==> src/hdl/vmem_settings.svh <==
`ifndef VMEM_SETTINGS_SVH
`define VMEM_SETTINGS_SVH

// AXI4 master side
`define VMEM_ADDR_W      32
`define VMEM_DATA_W      32
`define VMEM_STRB_W      4
`define VMEM_XFER_W      32   // Byte count of one command

// One full burst moves a 64-byte block
`define VMEM_BURST_LEN   16

// AXI-Lite register map
`define VMEM_AXIL_ADDR_W 4
`define VMEM_REG_CTRL    4'h0 // Bit 0 is ce
`define VMEM_REG_BASE    4'h4 // DDR base address
`define VMEM_REG_STATUS  4'h8 // Bit 0 read busy, bit 1 write busy

`endif
==> src/hdl/vmem_ctrl_pkg.sv <==
`include "vmem_settings.svh"

package vmem_ctrl_pkg;

   // Load or store request from the vector core
   typedef struct packed {
      logic [`VMEM_ADDR_W-1:0] offset; // Added to the base address
      logic [`VMEM_XFER_W-1:0] size;   // In bytes, multiple of 4
   } vmem_cmd_t;

   // Load stream towards the core
   typedef struct packed {
      logic [`VMEM_DATA_W-1:0] data;
      logic                    last;   // Final beat of the command
   } vmem_beat_t;

   // Store stream from the core
   typedef struct packed {
      logic [`VMEM_DATA_W-1:0] data;
      logic [`VMEM_STRB_W-1:0] msk;    // Byte mask, used when masking is on
   } vmem_wbeat_t;

endpackage

==> src/hdl/axi_pkg.sv <==
`include "vmem_settings.svh"

package axi_pkg;

   // Read address channel
   typedef struct packed {
      logic [`VMEM_ADDR_W-1:0] addr;
      logic [7:0]              len;  // Beats minus one
   } axi_ar_t;

   // Write address carries the same fields
   typedef axi_ar_t axi_aw_t;

   // Write data channel
   typedef struct packed {
      logic [`VMEM_DATA_W-1:0] data;
      logic [`VMEM_STRB_W-1:0] strb;
      logic                    last;
   } axi_w_t;

   // Read data channel, rresp is not used
   typedef struct packed {
      logic [`VMEM_DATA_W-1:0] data;
      logic                    last;
   } axi_r_t;

   // AXI-Lite write, address and data travel together
   typedef struct packed {
      logic [`VMEM_AXIL_ADDR_W-1:0] addr;
      logic [`VMEM_DATA_W-1:0]      data;
      logic [`VMEM_STRB_W-1:0]      strb;
   } axil_req_t;

endpackage

==> src/hdl/vmem_subsystem.sv <==
`include "vmem_settings.svh"

module vmem_subsystem (
   input  logic                         clk,
   input  logic                         rst_n_i,
   // AXI-Lite slave
   input  logic                         axil_aw_valid_i,
   output logic                         axil_aw_ready_o,
   input  axi_pkg::axil_req_t           axil_req_i,
   output logic                         axil_b_valid_o,
   input  logic                         axil_b_ready_i,
   input  logic                         axil_ar_valid_i,
   input  logic [`VMEM_AXIL_ADDR_W-1:0] axil_araddr_i,
   output logic                         axil_ar_ready_o,
   output logic                         axil_r_valid_o,
   output logic [`VMEM_DATA_W-1:0]      axil_rdata_o,
   input  logic                         axil_r_ready_i,
   // Load side of the vector core
   input  logic                         rd_start_i,
   input  vmem_ctrl_pkg::vmem_cmd_t     rd_cmd_i,
   output logic                         rd_done_o,
   output vmem_ctrl_pkg::vmem_beat_t    rd_beat_o,
   output logic                         rd_valid_o,
   input  logic                         rd_ready_i,
   // Store side of the vector core
   input  logic                         wr_start_i,
   input  vmem_ctrl_pkg::vmem_cmd_t     wr_cmd_i,
   input  logic                         wr_msk_en_i,
   output logic                         wr_done_o,
   input  vmem_ctrl_pkg::vmem_wbeat_t   wr_beat_i,
   input  logic                         wr_valid_i,
   output logic                         wr_ready_o,
   // AXI4 master towards DDR
   output axi_pkg::axi_ar_t             m_ar_o,
   output logic                         m_ar_valid_o,
   input  logic                         m_ar_ready_i,
   input  axi_pkg::axi_r_t              m_r_i,
   input  logic                         m_r_valid_i,
   output logic                         m_r_ready_o,
   output axi_pkg::axi_aw_t             m_aw_o,
   output logic                         m_aw_valid_o,
   input  logic                         m_aw_ready_i,
   output axi_pkg::axi_w_t              m_w_o,
   output logic                         m_w_valid_o,
   input  logic                         m_w_ready_i,
   input  logic                         m_b_valid_i,
   output logic                         m_b_ready_o
);

   logic                    ce;        // Processor enable from software
   logic [`VMEM_ADDR_W-1:0] base_addr;
   logic                    rd_busy;
   logic                    wr_busy;

   axil_ctrl_regs u_regs (
      .clk, .rst_n_i,
      .axil_aw_valid_i, .axil_aw_ready_o, .axil_req_i,
      .axil_b_valid_o, .axil_b_ready_i,
      .axil_ar_valid_i, .axil_araddr_i, .axil_ar_ready_o,
      .axil_r_valid_o, .axil_rdata_o, .axil_r_ready_i,
      .rd_busy_i   (rd_busy),
      .wr_busy_i   (wr_busy),
      .ce_o        (ce),
      .base_addr_o (base_addr)
   );

   axim_rd_engine u_rd (
      .clk, .rst_n_i,
      .ce_i        (ce),
      .base_addr_i (base_addr),
      .rd_start_i, .rd_cmd_i, .rd_done_o,
      .rd_busy_o   (rd_busy),
      .ar_o        (m_ar_o),
      .ar_valid_o  (m_ar_valid_o),
      .ar_ready_i  (m_ar_ready_i),
      .r_i         (m_r_i),
      .r_valid_i   (m_r_valid_i),
      .r_ready_o   (m_r_ready_o),
      .rd_beat_o, .rd_valid_o, .rd_ready_i
   );

   axim_wr_engine u_wr (
      .clk, .rst_n_i,
      .ce_i        (ce),
      .base_addr_i (base_addr),
      .wr_start_i, .wr_cmd_i, .wr_msk_en_i, .wr_done_o,
      .wr_busy_o   (wr_busy),
      .aw_o        (m_aw_o),
      .aw_valid_o  (m_aw_valid_o),
      .aw_ready_i  (m_aw_ready_i),
      .w_o         (m_w_o),
      .w_valid_o   (m_w_valid_o),
      .w_ready_i   (m_w_ready_i),
      .b_valid_i   (m_b_valid_i),
      .b_ready_o   (m_b_ready_o),
      .wr_beat_i, .wr_valid_i, .wr_ready_o
   );

endmodule

==> src/hdl/axim_wr_engine.sv <==
`include "vmem_settings.svh"

module axim_wr_engine (
   input  logic                       clk,
   input  logic                       rst_n_i,
   input  logic                       ce_i,
   input  logic [`VMEM_ADDR_W-1:0]    base_addr_i,
   input  logic                       wr_start_i,
   input  vmem_ctrl_pkg::vmem_cmd_t   wr_cmd_i,
   input  logic                       wr_msk_en_i,
   output logic                       wr_done_o,
   output logic                       wr_busy_o,
   output axi_pkg::axi_aw_t           aw_o,
   output logic                       aw_valid_o,
   input  logic                       aw_ready_i,
   output axi_pkg::axi_w_t            w_o,
   output logic                       w_valid_o,
   input  logic                       w_ready_i,
   input  logic                       b_valid_i,
   output logic                       b_ready_o,
   input  vmem_ctrl_pkg::vmem_wbeat_t wr_beat_i,
   input  logic                       wr_valid_i,
   output logic                       wr_ready_o
);
   import axi_pkg::*;

   localparam int BURST_BYTES = `VMEM_BURST_LEN * `VMEM_STRB_W;
   localparam int BEAT_W      = `VMEM_XFER_W - 2;

   typedef enum logic [1:0] {
      WR_IDLE,
      WR_ADDR,
      WR_DATA,
      WR_RESP
   } wr_state_e;

   wr_state_e               state_q;
   logic [`VMEM_ADDR_W-1:0] addr_q;
   logic [BEAT_W-1:0]       beats_q;     // Beats left in the whole transfer
   logic [7:0]              beat_cnt_q;  // Beat index inside the burst
   logic [7:0]              len_q;       // len sent on AW
   logic                    msk_en_q;
   logic                    done_q;
   logic [7:0]              burst_len;
   logic                    accept;
   logic                    aw_fire;
   logic                    w_fire;
   logic                    b_fire;
   logic                    in_data;
   logic                    w_last;

   assign accept  = wr_start_i & ce_i & (state_q == WR_IDLE);
   assign aw_fire = aw_valid_o & aw_ready_i;
   assign w_fire  = w_valid_o & w_ready_i;
   assign b_fire  = b_valid_i & b_ready_o;
   assign in_data = (state_q == WR_DATA);
   assign w_last  = (beat_cnt_q == len_q);

   assign burst_len = (beats_q > BEAT_W'(`VMEM_BURST_LEN)) ?
                      8'(`VMEM_BURST_LEN - 1) : beats_q[7:0] - 8'd1;

   always_ff @(posedge clk or negedge rst_n_i) begin
      if (!rst_n_i) begin
         state_q <= WR_IDLE;
         done_q  <= 1'b0;
      end else begin
         done_q <= 1'b0;
         case (state_q)
            WR_IDLE: if (accept) state_q <= WR_ADDR;
            WR_ADDR: if (aw_fire) state_q <= WR_DATA;
            WR_DATA: if (w_fire && w_last) state_q <= WR_RESP;
            WR_RESP: begin
               // bresp is not checked
               if (b_fire) begin
                  state_q <= (beats_q == '0) ? WR_IDLE : WR_ADDR;
                  done_q  <= (beats_q == '0);
               end
            end
            default: state_q <= WR_IDLE;
         endcase
      end
   end

   always_ff @(posedge clk or negedge rst_n_i) begin
      if (!rst_n_i) begin
         beats_q    <= '0;
         beat_cnt_q <= '0;
         len_q      <= '0;
         msk_en_q   <= 1'b0;
      end else begin
         if (accept) begin
            beats_q  <= wr_cmd_i.size[`VMEM_XFER_W-1:2];
            msk_en_q <= wr_msk_en_i; // Held for the whole command
         end else if (w_fire) begin
            beats_q <= beats_q - BEAT_W'(1);
         end
         if (aw_fire) begin
            beat_cnt_q <= '0;
            len_q      <= burst_len;
         end else if (w_fire) begin
            beat_cnt_q <= beat_cnt_q + 8'd1;
         end
      end
   end

   always_ff @(posedge clk) begin
      if (accept) begin
         addr_q <= base_addr_i + wr_cmd_i.offset;
      end else if (b_fire) begin
         addr_q <= addr_q + `VMEM_ADDR_W'(BURST_BYTES);
      end
   end

   assign aw_valid_o = (state_q == WR_ADDR);
   assign aw_o       = axi_aw_t'{addr: addr_q, len: burst_len};

   assign w_valid_o  = in_data & wr_valid_i;
   assign wr_ready_o = in_data & w_ready_i;
   assign w_o        = axi_w_t'{
      data: wr_beat_i.data,
      strb: msk_en_q ? wr_beat_i.msk : {`VMEM_STRB_W{1'b1}},
      last: w_last
   };

   assign b_ready_o  = (state_q == WR_RESP);
   assign wr_done_o  = done_q;
   assign wr_busy_o  = (state_q != WR_IDLE);

   // wlast from the latched AW len must land on a burst or transfer end
   a_wlast_at_len: assert property (@(posedge clk) disable iff (!rst_n_i)
      w_valid_o && w_o.last |->
         beats_q == BEAT_W'(1) || beat_cnt_q == 8'(`VMEM_BURST_LEN - 1))
      else $error("wlast off the burst boundary");

endmodule

==> src/hdl/axim_rd_engine.sv <==
`include "vmem_settings.svh"

module axim_rd_engine (
   input  logic                      clk,
   input  logic                      rst_n_i,
   input  logic                      ce_i,
   input  logic [`VMEM_ADDR_W-1:0]   base_addr_i,
   input  logic                      rd_start_i,
   input  vmem_ctrl_pkg::vmem_cmd_t  rd_cmd_i,
   output logic                      rd_done_o,
   output logic                      rd_busy_o,
   output axi_pkg::axi_ar_t          ar_o,
   output logic                      ar_valid_o,
   input  logic                      ar_ready_i,
   input  axi_pkg::axi_r_t           r_i,
   input  logic                      r_valid_i,
   output logic                      r_ready_o,
   output vmem_ctrl_pkg::vmem_beat_t rd_beat_o,
   output logic                      rd_valid_o,
   input  logic                      rd_ready_i
);
   import axi_pkg::*;
   import vmem_ctrl_pkg::*;

   localparam int BURST_BYTES = `VMEM_BURST_LEN * `VMEM_STRB_W;
   localparam int BEAT_W      = `VMEM_XFER_W - 2;

   typedef enum logic [1:0] {
      RD_IDLE,
      RD_ADDR,
      RD_DATA
   } rd_state_e;

   rd_state_e               state_q;
   logic [`VMEM_ADDR_W-1:0] addr_q;    // Address of the current burst
   logic [BEAT_W-1:0]       beats_q;   // Beats left in the whole transfer
   logic                    done_q;
   logic [7:0]              burst_len;
   logic                    accept;
   logic                    ar_fire;
   logic                    r_fire;
   logic                    in_data;
   logic                    final_beat;

   assign accept     = rd_start_i & ce_i & (state_q == RD_IDLE);
   assign ar_fire    = ar_valid_o & ar_ready_i;
   assign r_fire     = r_valid_i & r_ready_o;
   assign in_data    = (state_q == RD_DATA);
   assign final_beat = (beats_q == BEAT_W'(1));

   // Full bursts until the remainder fits in one
   assign burst_len = (beats_q > BEAT_W'(`VMEM_BURST_LEN)) ?
                      8'(`VMEM_BURST_LEN - 1) : beats_q[7:0] - 8'd1;

   always_ff @(posedge clk or negedge rst_n_i) begin
      if (!rst_n_i) begin
         state_q <= RD_IDLE;
         done_q  <= 1'b0;
      end else begin
         done_q <= 1'b0;
         case (state_q)
            RD_IDLE: begin
               if (accept) begin
                  state_q <= RD_ADDR;
               end
            end
            RD_ADDR: begin
               if (ar_fire) begin
                  state_q <= RD_DATA;
               end
            end
            RD_DATA: begin
               if (r_fire && r_i.last) begin
                  state_q <= final_beat ? RD_IDLE : RD_ADDR;
                  done_q  <= final_beat;
               end
            end
            default: state_q <= RD_IDLE;
         endcase
      end
   end

   always_ff @(posedge clk or negedge rst_n_i) begin
      if (!rst_n_i) begin
         beats_q <= '0;
      end else if (accept) begin
         beats_q <= rd_cmd_i.size[`VMEM_XFER_W-1:2];
      end else if (r_fire) begin
         beats_q <= beats_q - BEAT_W'(1);
      end
   end

   always_ff @(posedge clk) begin
      if (accept) begin
         addr_q <= base_addr_i + rd_cmd_i.offset;
      end else if (r_fire && r_i.last) begin
         addr_q <= addr_q + `VMEM_ADDR_W'(BURST_BYTES); // Next 64-byte block
      end
   end

   assign ar_valid_o = (state_q == RD_ADDR);
   assign ar_o       = axi_ar_t'{addr: addr_q, len: burst_len};

   // R beats flow straight to the stream, back-pressure included
   assign r_ready_o  = in_data & rd_ready_i;
   assign rd_valid_o = in_data & r_valid_i;
   assign rd_beat_o  = vmem_beat_t'{data: r_i.data, last: final_beat};

   assign rd_done_o  = done_q;
   assign rd_busy_o  = (state_q != RD_IDLE);

   a_ar_stable: assert property (@(posedge clk) disable iff (!rst_n_i)
      ar_valid_o && !ar_ready_i |=> ar_valid_o && $stable(ar_o))
      else $error("ar payload changed while stalled");

endmodule

==> src/hdl/axil_ctrl_regs.sv <==
`include "vmem_settings.svh"

module axil_ctrl_regs (
   input  logic                         clk,
   input  logic                         rst_n_i,
   input  logic                         axil_aw_valid_i,
   output logic                         axil_aw_ready_o,
   input  axi_pkg::axil_req_t           axil_req_i,
   output logic                         axil_b_valid_o,
   input  logic                         axil_b_ready_i,
   input  logic                         axil_ar_valid_i,
   input  logic [`VMEM_AXIL_ADDR_W-1:0] axil_araddr_i,
   output logic                         axil_ar_ready_o,
   output logic                         axil_r_valid_o,
   output logic [`VMEM_DATA_W-1:0]      axil_rdata_o,
   input  logic                         axil_r_ready_i,
   input  logic                         rd_busy_i,
   input  logic                         wr_busy_i,
   output logic                         ce_o,
   output logic [`VMEM_ADDR_W-1:0]      base_addr_o
);

   logic                    b_valid_q;
   logic                    r_valid_q;
   logic [`VMEM_DATA_W-1:0] rdata_q;
   logic                    ce_q;
   logic [`VMEM_ADDR_W-1:0] base_q;
   logic                    wr_fire;
   logic                    rd_fire;
   logic [`VMEM_DATA_W-1:0] rd_word;

   // Address and data are taken in the same cycle
   assign axil_aw_ready_o = axil_aw_valid_i & ~b_valid_q;
   assign wr_fire         = axil_aw_valid_i & axil_aw_ready_o;
   assign axil_ar_ready_o = ~r_valid_q; // One read in flight
   assign rd_fire         = axil_ar_valid_i & axil_ar_ready_o;

   always_ff @(posedge clk or negedge rst_n_i) begin
      if (!rst_n_i) begin
         ce_q   <= 1'b0;
         base_q <= '0;
      end else if (wr_fire) begin
         if (axil_req_i.addr == `VMEM_REG_CTRL && axil_req_i.strb[0]) begin
            ce_q <= axil_req_i.data[0];
         end
         if (axil_req_i.addr == `VMEM_REG_BASE) begin
            for (int i = 0; i < `VMEM_STRB_W; i++) begin
               if (axil_req_i.strb[i]) begin
                  base_q[8*i +: 8] <= axil_req_i.data[8*i +: 8];
               end
            end
         end
      end
   end

   always_ff @(posedge clk or negedge rst_n_i) begin
      if (!rst_n_i) begin
         b_valid_q <= 1'b0;
         r_valid_q <= 1'b0;
      end else begin
         if (wr_fire) begin
            b_valid_q <= 1'b1;
         end else if (axil_b_ready_i) begin
            b_valid_q <= 1'b0;
         end
         if (rd_fire) begin
            r_valid_q <= 1'b1;
         end else if (axil_r_ready_i) begin
            r_valid_q <= 1'b0;
         end
      end
   end

   // Read decode, unmapped offsets give 0
   always_comb begin
      case (axil_araddr_i)
         `VMEM_REG_CTRL:   rd_word = {{(`VMEM_DATA_W-1){1'b0}}, ce_q};
         `VMEM_REG_BASE:   rd_word = base_q;
         `VMEM_REG_STATUS: rd_word = {{(`VMEM_DATA_W-2){1'b0}}, wr_busy_i, rd_busy_i};
         default:          rd_word = '0;
      endcase
   end

   always_ff @(posedge clk) begin
      if (rd_fire) begin
         rdata_q <= rd_word; // Busy bits sampled at the ar transfer
      end
   end

   assign axil_b_valid_o = b_valid_q;
   assign axil_r_valid_o = r_valid_q;
   assign axil_rdata_o   = rdata_q;
   assign ce_o           = ce_q;
   assign base_addr_o    = base_q;

   // A write response is never withdrawn before the host takes it
   a_b_hold: assert property (@(posedge clk) disable iff (!rst_n_i)
      axil_b_valid_o && !axil_b_ready_i |=> axil_b_valid_o)
      else $error("bvalid dropped before bready");

endmodule

==> config.mk <==
export PLATFORM = sky130hd
export DESIGN_NAME = vmem_subsystem
export DESIGN_NICKNAME = d
export VERILOG_FILES = /design/src/hdl/vmem_ctrl_pkg.sv /design/src/hdl/axi_pkg.sv /design/src/hdl/vmem_subsystem.sv /design/src/hdl/axim_wr_engine.sv /design/src/hdl/axim_rd_engine.sv /design/src/hdl/axil_ctrl_regs.sv
export VERILOG_INCLUDE_DIRS = /design/src /design/src/hdl
export SDC_FILE = /design/constraint.sdc
export NUM_CORES = 1
export LEC_CHECK = 0
export BUFFER_PORTS_ARGS = -buffer_cell sky130_fd_sc_hd__buf_2
export CAP_MARGIN = 20
export CELL_PAD_IN_SITES_DETAIL_PLACEMENT = 1
export CELL_PAD_IN_SITES_GLOBAL_PLACEMENT = 1
export CORE_MARGIN = 1.5
export CORE_UTILIZATION = 39
export CTS_CLUSTER_SIZE = 14
export DETAILED_ROUTE_END_ITERATION = 7
export PLACE_DENSITY_LB_ADDON = 0.15
export SYNTH_ARGS = -nofsm -noshare
export SYNTH_HDL_FRONTEND = slang
export SYNTH_SLANG_ARGS = --single-unit
==> constraint.sdc <==
create_clock -name clk -period 3.42 [get_ports clk]
set_clock_uncertainty 0.05 [all_clocks]
set_input_delay 0.684 -clock clk [delete_from_list [all_inputs] [get_ports clk]]
set_output_delay 0.684 -clock clk [all_outputs]
set_load 0.1 [all_outputs]
# After elaboration in Yosys (flattened, before gate mapping)
# Index checks and enable logic that the tools add are counted.
[totals]
elab_cells = 122
regBits = 214
out_inout_bits = 195
[classes]
eq_ne = 17
bitwise_logic = 18
mux = 33
addsub = 9
n_lt_le_gt_ge = 2
reduce_logical = 24
[ops]
columns = ["op", "n"]
rows = [
  ["$mux 32", 4],
  ["$mux 30", 4],
  ["$pmux 32 s3", 1],
  ["$add 32x32->32", 2],
  ["$add 32x7->32 const B", 2],
  ["$gt 30x5->1 const B", 2],
  ["$sub 30x1->30 const B", 2],
  ["$mux 8", 4],
  ["$eq 30x1->1 const B", 1],
  ["$logic_not 30->1", 1],
  ["$reduce_bool 2->1", 9],
  ["$and 1x1->1", 16],
  ["$sub 8x1->8 const B", 2],
  ["$reduce_and 3->1", 5],
  ["$mux 2", 7],
  ["$mux 1", 10],
  ["$ne 2x2->1 const B", 5],
  ["$add 8x1->8 const B", 1],
  ["$eq 4x3->1 const B", 2],
  ["$eq 8x8->1", 1],
  ["$logic_not 4->1", 2],
  ["$pmux 2 s4", 1],
  ["$eq 2x2->1 const B", 3],
  ["$pmux 2 s3", 1],
  ["other kinds (9)", 15],
]

# Longest topological paths before layout
[logic_depth]
ltp_word = 6
ltp_mapped = 11

# By module
# From an unflattened synthesis, not the netlist that was laid out.
[hier_totals]
cells_unflattened = 1598
hier_area_um2 = 14784.2
[modules_own_cells]
columns = ["module", "cells_per_inst", "n_inst", "area_per_inst_um2", "seq_area_each_um2"]
rows = [
  ["axim_wr_engine", 761, 1, 6486.2, 2212.1],
  ["axim_rd_engine", 678, 1, 5688.0, 1786.7],
  ["axil_ctrl_regs", 159, 1, 2610.0, 1836.8],
]

# Least setup slack after synthesis
# OpenSTA, ideal clock, no wires.
[synth_timing]
path_type = "register to output"
start = "register u_rd.beats_q[10]"
end = "output m_ar_o[4] (netlist bit)"
path_slack_ns = -0.627
t_required_ns = 2.686
arrival_time_ns = 3.313
n_path_buf = 0
stages_incl_launch_ff = 8
cell_sequence = "dfrtp_1 -> or3_4 -> or4_4 -> nor4_4 -> nand2_1 -> nor4_1 -> nand2_1 -> nor2_1"
[synth_lines]
columns = ["element", "line_no", "text"]
rows = [
  ["start: declaration", "axim_rd_engine.sv:36", "logic [BEAT_W-1:0] beats_q;"],
  ["start signal: assignment", "axim_rd_engine.sv:87", "beats_q <= rd_cmd_i.size[`VMEM_XFER_W-1:2];"],
  ["start signal: assignment", "axim_rd_engine.sv:89", "beats_q <= beats_q - BEAT_W'(1);"],
  ["end: declaration", "vmem_subsystem.sv:34", "output axi_pkg::axi_ar_t m_ar_o,"],
]

==> run metrics <==
CTS tree built; top-count cell post-synth nand2_1; period utilization 1.08; Post-Syn Area 14300 sq um; FMAX 0.271 GHz; Core ar. 36400 sq um; Slew Viols, Final 0; root buffer cell clkbuf_16; register bit total from synthesis 214; Yosys warning count 0; hold_ws 156 ps; post-synth net total 1894; WL final 46000 microns; Max Buffers Root-to-Sink 3; number of flops mapped to enable cells by yosys 96; crit-path most repeated cell or4_4; vias in the first global route 13400; # DRC 0; initial antenna violation count 13; fin worst setup slack -273 ps; starting DRC count in detailed routing 411; worst setup path class flop to output port; ys async rst share 0.551; WL/cell 19.4 microns; Top Ports 452; Initial Util 0.394; Cells after Synth 1562; post-DP HPWL 35600 microns; leading area contributor after synthesis dfrtp_1; largest cells by area after synthesis dfrtp_1 (21%), edfxtp_1 (20%), ha_1 (6.4%); Total Neg Setup Slack -2900 ps; total power 11700 uW; Peak VDD IR 433 uV; synth cell count leaders nand2_1 (191), nor2_1 (130), dfrtp_1 (118); CP Capture Type output port; full die area 37900 sq um; DR vias/cell 5.33; Yosys top cell area share 0.206; CP peak stage delay 560 ps; final setup vio count 17; CP Data Required Time 2690 ps; Power per Cell Area 657 nW/um^2; failing checks setup timing; share of cells above drive strength 1 0.271; CP Max Fanout 6; endpoints failing hold 0; Global Route Usage Sum 0.239; post-route minimum period 3690 ps; final core utilization 0.489; register area share after synthesis 0.407; crit-path cells or4_4 > nor4_4 > nand2_2 > or4_4 > a211oi_4 > buf_6 > and2_4 > buf_12; Hold Crit Class input pin to asynchronous set/reset pin; die extent in x 195 microns; first-pass GRT wire length 72900 microns; post-layout net count 2200; LEAKAGE 0.00782 uW; CTS Buf Count 26; via count 12600; GRT overflow 0; # port buffers 319; Final GP Congestion 0.872; unique cell type count in the Yosys netlist 68; Final ANT Viol Nets 0; Largest delay share family, worst path simple AND/OR/NAND/NOR gates; outcome finished, violations left; Area growth, synth to finish 24.2%; Rows 70; Worst-path clk slew 60 ps; H-tree levels 1; worst skew pair latency 540 ps; Max Cap Viol 0; CP bufs+invs 2; CTS sink cnt 214; CP max-delay cell or4_4; ys flop type dfrtp_1; Pre-Repair DR Iteration Count 6; CP arrival 2960 ps; Slew HR 0.332; dpl ws -86.2 ps; Syn Area/Cell 9.18 sq um; unrepaired setup endpoints after global routing true; largest net degree at the start of global routing 53; Tightest Pin Transition 1000 ps; Die H 195 microns; Worst setup SP type flop
registers in the layout, summed over array words and instances, names as in the netlist, 2 cells and up:
name and cells:
u_rd.addr_q 32, u_regs.axil_rdata_o 32, u_regs.base_addr_o 32, u_wr.addr_q 32, u_rd.beats_q 30, u_wr.beats_q 30, u_wr.beat_cnt_q 8, u_wr.len_q 8
u_rd.state_q 2, u_wr.state_q 2
final cells by class:
| cell class | count | area, sq um |
|---|---|---|
| Timing Repair Buffer | 395 | 2450 |
| Antenna cell | 11 | 27.5 |
| Sequential cell | 214 | 5840 |
| Clock inverter | 14 | 175 |
| Tap cell | 468 | 586 |
| Clock buffer | 34 | 743 |
| Inverter | 39 | 146 |
| Fill cell | 4255 | 18600 |
| Multi-Input combinational cell | 1192 | 7850 |
worst reg2reg max path: cells and delay by family (launching register included):
family / cells / cell delay (ps)
xor gates and xnor gates: 1 / 190
DFF: 1 / 450
AOI/OAI and AO/OA: 5 / 1160
buffers and inverters: 3 / 420
and+or+nand+nor: 2 / 220
adders and majority gates: 2 / 440
metal layers:
layer / wire, microns / global-route usage / vias up
li1: - / - / 6166
met5: 27 / 0 / -
met3: 1990 / 0.0377 / 74
met4: 1270 / 0.0726 / 4
met1: 20700 / 0.311 / 6113
met2: 22100 / 0.410 / 269
path summary, 6_finish.rpt:
check / slack (ps) / startpoint / depth (start not counted) / endpoint
setup reg to reg: 230 / u_regs.base_addr_o[0] / 13 / u_rd.addr_q[26]
min in group clk: 260 / axil_r_ready_i / 2 / u_regs.axil_r_valid_o
hold reg to reg: 460 / u_wr.len_q[4] / 1 / u_wr.len_q[4]
max in group asynchronous: 2440 / rst_n_i / 2 / u_regs.base_addr_o[0]
setup / recovery: -270 / u_wr.beats_q[23] / 8 / m_aw_o[6]
hold / removal: 160 / rst_n_i / 1 / u_wr.beats_q[3]
cell usage in the layout (no fill, tap or decap), types with 19 or more instances in the layout:
cell / n
nor2_1: 123
buf_2: 301
o21ai_0: 114
nand4_1: 23
edfxtp_1: 96
and2_1: 45
a21oi_1: 71
xnor2_1: 89
nand2_1: 182
a21o_1: 23
nand3_1: 47
xor2_1: 56
and3_1: 19
dfrtp_1: 118
a211oi_1: 22
buf_4: 73
nor4_1: 20
clkbuf_16: 28
nor3_1: 40
inv_1: 37
mux2_2: 34
ha_1: 73
what timing repair did:
item                       4_1_cts  5_1_grt
hold buffers                     0        0
pin swaps                       13        4
buffers inserted                11        2
setup endpoints to repair       17       17
gates resized for setup         60        2
hold endpoints to repair         0        0
stage by stage:
stage / std cells / area, sq um
6_report: 2367 / 17800
5_1_grt: 2366 / 17800
4_1_cts: 2355 / 17800
3_5_place_dp: 2296 / 16500
3_3_place_gp: 2296 / 16500
2_1_floorplan: 1562 / 14400
kinds of logic (layout without fill, tap and decap cells):
kind of cell | Yosys count | in the layout | synth area share
AO/OA/AOI/OAI | 341 | 341 | 0.150
XOR/XNOR | 145 | 145 | 0.0885
adder cells (fa/ha/maj) | 75 | 75 | 0.0665
buffers and inverters | 156 | 482 | 0.0582
flip-flops | 214 | 214 | 0.407
multiplexers | 36 | 36 | 0.0281
other | 0 | 11 | 0
AND/OR/NAND/NOR | 595 | 595 | 0.202
report_power, final:
| part | internal (uW) | total (uW) | switching, uW |
|---|---|---|---|
| clock network | 1830 | 2970 | 1140 |
| registers | 3310 | 3980 | 664 |
| logic | 1600 | 4750 | 3150 |
Note: power is estimated with default switching activity, not from simulation.
